$ cat src/source/isaPkg.sv
// RV32I encoding types
package isaPkg;

    typedef logic [31:0] InstWord;       // Raw instruction
    typedef logic [31:0] DataWord;       // Register or memory value
    typedef logic [4:0]  RegIdx;         // Register number
    typedef logic [6:0]  Opcode;
    typedef logic [2:0]  Funct3;
    typedef logic [6:0]  Funct7;

    localparam Opcode OP_REG    = 7'b0110011;
    localparam Opcode OP_IMM    = 7'b0010011;
    localparam Opcode OP_LOAD   = 7'b0000011;
    localparam Opcode OP_STORE  = 7'b0100011;
    localparam Opcode OP_BRANCH = 7'b1100011;
    localparam Opcode OP_JAL    = 7'b1101111;
    localparam Opcode OP_JALR   = 7'b1100111;

    localparam Funct3 F3_ADD  = 3'b000;  // ADD, SUB and ADDI
    localparam Funct3 F3_SLT  = 3'b010;
    localparam Funct3 F3_SLTU = 3'b011;
    localparam Funct3 F3_XOR  = 3'b100;
    localparam Funct3 F3_OR   = 3'b110;
    localparam Funct3 F3_AND  = 3'b111;
    localparam Funct3 F3_WORD = 3'b010;  // LW and SW
    localparam Funct3 F3_JALR = 3'b000;

    localparam Funct3 F3_BEQ  = 3'b000;
    localparam Funct3 F3_BNE  = 3'b001;
    localparam Funct3 F3_BLT  = 3'b100;
    localparam Funct3 F3_BGE  = 3'b101;
    localparam Funct3 F3_BLTU = 3'b110;
    localparam Funct3 F3_BGEU = 3'b111;

    localparam Funct7 F7_BASE = 7'b0000000;
    localparam Funct7 F7_ALT  = 7'b0100000;  // Selects SUB

    typedef enum logic [4:0] {
        AluOp_ADD,
        AluOp_SUB,
        AluOp_AND,
        AluOp_OR,
        AluOp_XOR,
        AluOp_SLT,
        AluOp_SLTU,
        AluOp_Unknown
    } AluOp;

endpackage
$ cat src/source/ctrlPkg.sv
// Datapath control encodings
package ctrlPkg;

    typedef enum logic [1:0] {
        PC_PLUS4    = 2'b00,             // Sequential
        PC_OFFSET   = 2'b01,             // PC relative
        PC_INDIRECT = 2'b10              // Register relative
    } PcSel;

    typedef enum logic [1:0] {
        WB_ALU = 2'b00,
        WB_MEM = 2'b01,
        WB_PC4 = 2'b10                   // Link address
    } WbSel;

    // One row of the decode table
    typedef struct packed {
        logic         operandBSel;       // Immediate as ALU operand B
        WbSel         dataToRegSel;
        logic         regWrEnable;
        logic         memWrEnable;
        PcSel         pcNextSel;         // Target used when taken
        isaPkg::AluOp aluControl;
    } CtrlWord;

endpackage

$ cat src/source/fetchUnit.sv
// Program counter
module fetchUnit #(
    parameter isaPkg::DataWord RESET_PC = '0
) (
    input  logic            i_Clk,
    input  logic            i_rstN,
    input  ctrlPkg::PcSel   i_PcNextSel,
    input  isaPkg::DataWord i_Offset,
    input  isaPkg::DataWord i_IndirectBase,
    output isaPkg::DataWord o_Pc
);

    import isaPkg::*;
    import ctrlPkg::*;

    DataWord pc;
    DataWord pcNext;
    DataWord indirectTarget;

    // JALR drops the lowest bit of the sum
    assign indirectTarget = (i_IndirectBase + i_Offset) & ~32'd1;

    always_comb begin
        unique case (i_PcNextSel)
            PC_OFFSET   : pcNext = pc + i_Offset;
            PC_INDIRECT : pcNext = indirectTarget;
            default     : pcNext = pc + 32'd4;
        endcase
    end

    always_ff @(posedge i_Clk) begin
        if (!i_rstN)
            pc <= RESET_PC;
        else
            pc <= pcNext;
    end

    assign o_Pc = pc;

endmodule

$ cat config.mk
export PLATFORM = sky130hd
export DESIGN_NAME = fetchUnit
export DESIGN_NICKNAME = d
export VERILOG_FILES = /design/src/source/isaPkg.sv /design/src/source/ctrlPkg.sv /design/src/source/fetchUnit.sv
export SDC_FILE = /design/constraint.sdc
export NUM_CORES = 1
export LEC_CHECK = 0
export ABC_CLOCK_PERIOD_IN_PS = 3930
export BUFFER_PORTS_ARGS = -buffer_cell sky130_fd_sc_hd__buf_4
export CAP_MARGIN = 5
export CORE_MARGIN = 2
export CORE_UTILIZATION = 55
export CTS_BUF_LIST = sky130_fd_sc_hd__clkbuf_4 sky130_fd_sc_hd__clkbuf_8 sky130_fd_sc_hd__clkbuf_16
export DETAILED_ROUTE_END_ITERATION = 16
export PLACE_DENSITY = 0.82
export SYNTH_ARGS = -nofsm -noshare
export SYNTH_HDL_FRONTEND = slang
export SYNTH_SLANG_ARGS = --single-unit
$ cat constraint.sdc
create_clock -name i_Clk -period 3.93 [get_ports i_Clk]
set_clock_uncertainty 0.05 [all_clocks]
set_input_delay 0.393 -clock i_Clk [delete_from_list [all_inputs] [get_ports i_Clk]]
set_output_delay 0.393 -clock i_Clk [all_outputs]
set_load 0.005 [all_outputs]
# ---- Word-level counts from Yosys, hierarchy flattened
# Cells that the tools add are included.
dict set report totals {
  elab_cells 7
  register_bits 32
  inputBits 68
  out_inout_bits 32
}
dict set report op_classes {
  n_addsub 3
  mux 1
  eq_ne 2
}
# cell count
set ops {}
lappend ops {{adder 32 bit} 2}
lappend ops {{case mux 32 bit (2 select lines)} 1}
lappend ops {{adder 32 x 3 -> 32 bit (second input constant)} 1}
lappend ops {{equality test 2 x 1 -> 1 bit (second input constant)} 1}
lappend ops {{equality test 2 bit (second input constant)} 1}

# ---- Logic depth before layout (Yosys ltp)
dict set report logic_depth {
  depth_word 2
  ltp_mapped 13
  ltp_nobuf 13
}

# ---- Worst setup path before layout
# No wires, ideal clock.
dict set report synth_timing {
  kind {input -> register}
  startpoint {input port i_Offset[0]}
  endpoint {register pc[28], in the netlist o_Pc[28]}
  arrival_ns 2.699
  path_buffers 0
  setup_time_ns 0.137
  required_ns 3.743
  setup_slack_ns 1.044
  cell_stages 12
  path_cell_list {and2_1 > fa_1 > a211oi_2 > o21bai_1 > o2111ai_1 > nand3_1 > o41ai_2 > o22ai_2 > o41ai_4 > xnor2_1 > a221oi_2 > a211oi_1}
}
dict set report synth_between {
  elab_chain_len 2
  elab_cells_between_ends 3
  classes_between {add/sub (2); mux (1)}
}
# item line_no
set synth_rtl {}
lappend synth_rtl {{start, declared} fetchUnit.sv:8} ;# input isaPkg::DataWord i_Offset,
lappend synth_rtl {{adder 32 bit (on tied branches)} {fetchUnit.sv:21, fetchUnit.sv:25}}
lappend synth_rtl {{case mux 32 bit (2 select lines) *} fetchUnit.sv:24} ;# unique case (i_PcNextSel)
lappend synth_rtl {{end signal, assigned} fetchUnit.sv:35} ;# pc <= pcNext;
lappend synth_rtl {{end, declared} fetchUnit.sv:16} ;# DataWord pc;
# Mark *: on every way between the ends. The rest lies on a longest branch, timed or not.
# A chain may end at the register's enable or synchronous reset.

# ---- Final worst setup path
dict set report layout_timing {
  startpoint {register pc[4], in the netlist o_Pc[4]}
  endpoint {register pc[25], in the netlist o_Pc[25]}
}
dict set report layout_between {
  elab_chain_len 2
  elab_cells_between_ends 3
  classes_between {add/sub (2); mux (1)}
}
# item line_no
set layout_rtl {}
lappend layout_rtl {{adder 32 x 3 -> 32 bit or adder 32 bit (tied branches)} {fetchUnit.sv:27, fetchUnit.sv:25}}
lappend layout_rtl {{case mux 32 bit (2 select lines) *} fetchUnit.sv:24}
# Marks and branches as above.

==> reports/results.txt <==
PostCTS Resize Cnt: 0
Chip Width: 97.6 um
most used cell, CP: a31oi_1
status: completed
Max IR drop VDD: 0.000185 V
mean post-synth cell area: 7.65 um2
drt drc: 0
Post-Synthesis Cells: 629
#FFs+latches synth: 32
n_diodes: 0
overall power: 1.64 mW
Hold Path Class: in -> reg
remaining global-route overflow: 0
Cell Int Power: 0.937 mW
vias in the first global route: 5159
RSZ-0062 raised after global routing: false
Non-Filler Instances: 823
Root Buffer: clkbuf_8
Top FF cell, synth: dfxtp_1
total negative slack: 0 ns
antenna viol nets, final: 0
Die Height: 97.6 um
critical path type: reg -> reg
antenna violations before repair: 0
post-DP HPWL: 11800 um
Worst slew margin: 0.256
share of cells above drive strength 1: 0.176
Final Slew Violations: 0
Area Overhead vs Synth: 18.9%
Worst-Margin Slew: 1.11 ns
via count: 5324
post-DR wirelength/cell: 18.4 um
Initial DRT Pass Iterations: 5
io pins: 100
Critical Path, Cell by Cell: ha_1, a41oi_1, a21oi_1, o21ai_0, nand4b_1, a31oi_1, nor2b_1, and3b_1, o31ai_1, a31oi_1
Post-synth ARST share: 0
cell taking the most area after synthesis: ha_1
pin count of the biggest net entering global routing: 61
critical path capture point type: flip-flop
arrival time at the worst endpoint: 3.29 ns
Post-synth EDFFs: 0
switching power: 0.708 mW
Final #Nets: 849
max incr delay on CP: 0.50 ns
H-tree Lvls: 2
worst-path fanout max: 6
Fill cells: 770
P_leak: 2.52 nW
syn nets: 763
Initial Util: 0.560
first-pass GRT wire length: 24900 um
Final Hold Vio Count: 0
synth unique cells: 56
top post-synthesis cells by count: ha_1, a21oi_1, xnor2_1, nand2_1, o21ai_0
R2R setup slack: 0.76 ns
hold buffers post-CTS: 0
Sequential Power Share: 0.257
Sw Share: 0.430
core footprint: 8590 um2
Yosys top cell area share: 0.166
Syn Std Cell Area: 4810 um2
Placed Cells: 816
1st-iter DRT viols: 302
most common cell in the netlist: ha_1
Seq/Total Area, Yosys: 0.133
placed cell area: 5630 um2
minimum clock period: 3.17 ns
Startpoint Class: flip-flop
synth top area cells: ha_1, dfxtp_1, xnor2_1
Clock Path Buffers: 2
max-cap viol count: 0
GP Congestion: 0.977
total CTS buffers: 5
DIE AREA: 9520 um2
Yosys warning total: 0
CP max stage cell: dfxtp_1
CTS Sinks: 32
final instance area: 5720 um2
PwrDens: 287 nW/um2
Clock Power Share: 0.184
final setup violation count: 0
final WL: 15100 um
Port Buffers: 99
final critical-path share of the clock period: 0.807
GRT Util Overall: 0.314
number of flip-flops under the largest register name: 32
clock insertion delay at the later pin of the skew report: 0.30 ns
postcts setup bufs: 0
vias per inst: 6.47
Max Freq: 0.315 GHz
Cell Rows: 34
Combinational Power Share: 0.559
CTS tree: yes
required time of the critical path: 4.05 ns
clock transition at the registers of the reported paths: 0.08 ns
cell usage in the layout (no fill, tap or decap), drive strengths merged, types with 2 or more instances in the layout:
| cell type | n |
|---|---|
| a211oi | 35 |
| a21boi | 2 |
| a21o | 17 |
| a21oi | 60 |
| a221oi | 29 |
| a311oi | 3 |
| a31oi | 11 |
| a41oi | 3 |
| and2 | 3 |
| and3 | 13 |
| and4 | 4 |
| buf | 102 |
| clkbuf | 7 |
| dfxtp | 32 |
| fa | 2 |
| ha | 64 |
| inv | 21 |
| nand2 | 47 |
| nand2b | 10 |
| nand3 | 22 |
| nand4 | 16 |
| nor2 | 37 |
| nor2b | 4 |
| nor3 | 9 |
| o211ai | 3 |
| o21a | 4 |
| o21ai | 46 |
| o21bai | 4 |
| o41ai | 2 |
| or2 | 3 |
| or3 | 4 |
| xnor2 | 50 |
| xor2 | 35 |
kinds of logic after synthesis:
group                      count (synthesis)  share of synthesized area
AOI/OAI and AO/OA                        226                      0.321
and+or+nand+nor                          176                      0.182
buffers and inverters                     44                     0.0346
DFF                                       32                      0.133
adders and majority gates                 66                      0.175
xor gates and xnor gates                  85                      0.155
cell type report:
class	count	area, um2	area share
flip-flops and latches	32	641	0.112
multi-input cells	553	4010	0.700
inverters	21	78.8	0.0138
well taps	108	135	0.0236
repair buffers	102	766	0.134
clock buffers	7	96.3	0.0168
worst max-delay path: cells and delay by family, from the launching register on:
family          cells  cell delay, ns
simple gates        3            0.59
flops               1            0.50
fa+ha+maj           1            0.35
compound gates      6            1.54
metrics by stage:
stage	hold slack (ns)	utilization	setup slack (ns)
floorplan	0.424	-	1.04
detailed placement	0.465	0.655	0.638
CTS	0.331	0.666	0.822
finish	0.334	0.666	0.760
global route	0.362	0.666	0.497
global placement	0.433	0.655	0.713
power groups by stage:
stage / registers [mW] / clock network [mW] / logic, mW
floorplan: 0.414 / 0 / 0.632
global placement: 0.425 / 0 / 0.885
detailed placement: 0.428 / 0 / 0.898
CTS: 0.421 / 0.301 / 0.905
global route: 0.428 / 0.315 / 1.01
finish: 0.423 / 0.302 / 0.920
layer usage:
| layer | routed length (um) | vias up | track usage |
|---|---|---|---|
| met5 | 0 | - | 0 |
| met4 | 290 | 0 | 0.0876 |
| met3 | 1000 | 32 | 0.0468 |
| met2 | 7220 | 230 | 0.533 |
| met1 | 6620 | 2502 | 0.413 |
| li1 | - | 2560 | - |
path summary, 6_finish.rpt:
kind	end	cells after the start	from
setup / recovery	o_Pc[25]	10	o_Pc[4]
setup reg to reg	o_Pc[25]	10	o_Pc[4]
hold / removal	o_Pc[3]	3	i_rstN
hold reg to reg	o_Pc[0]	2	o_Pc[0]
Note: power is estimated with default switching activity, not from simulation.
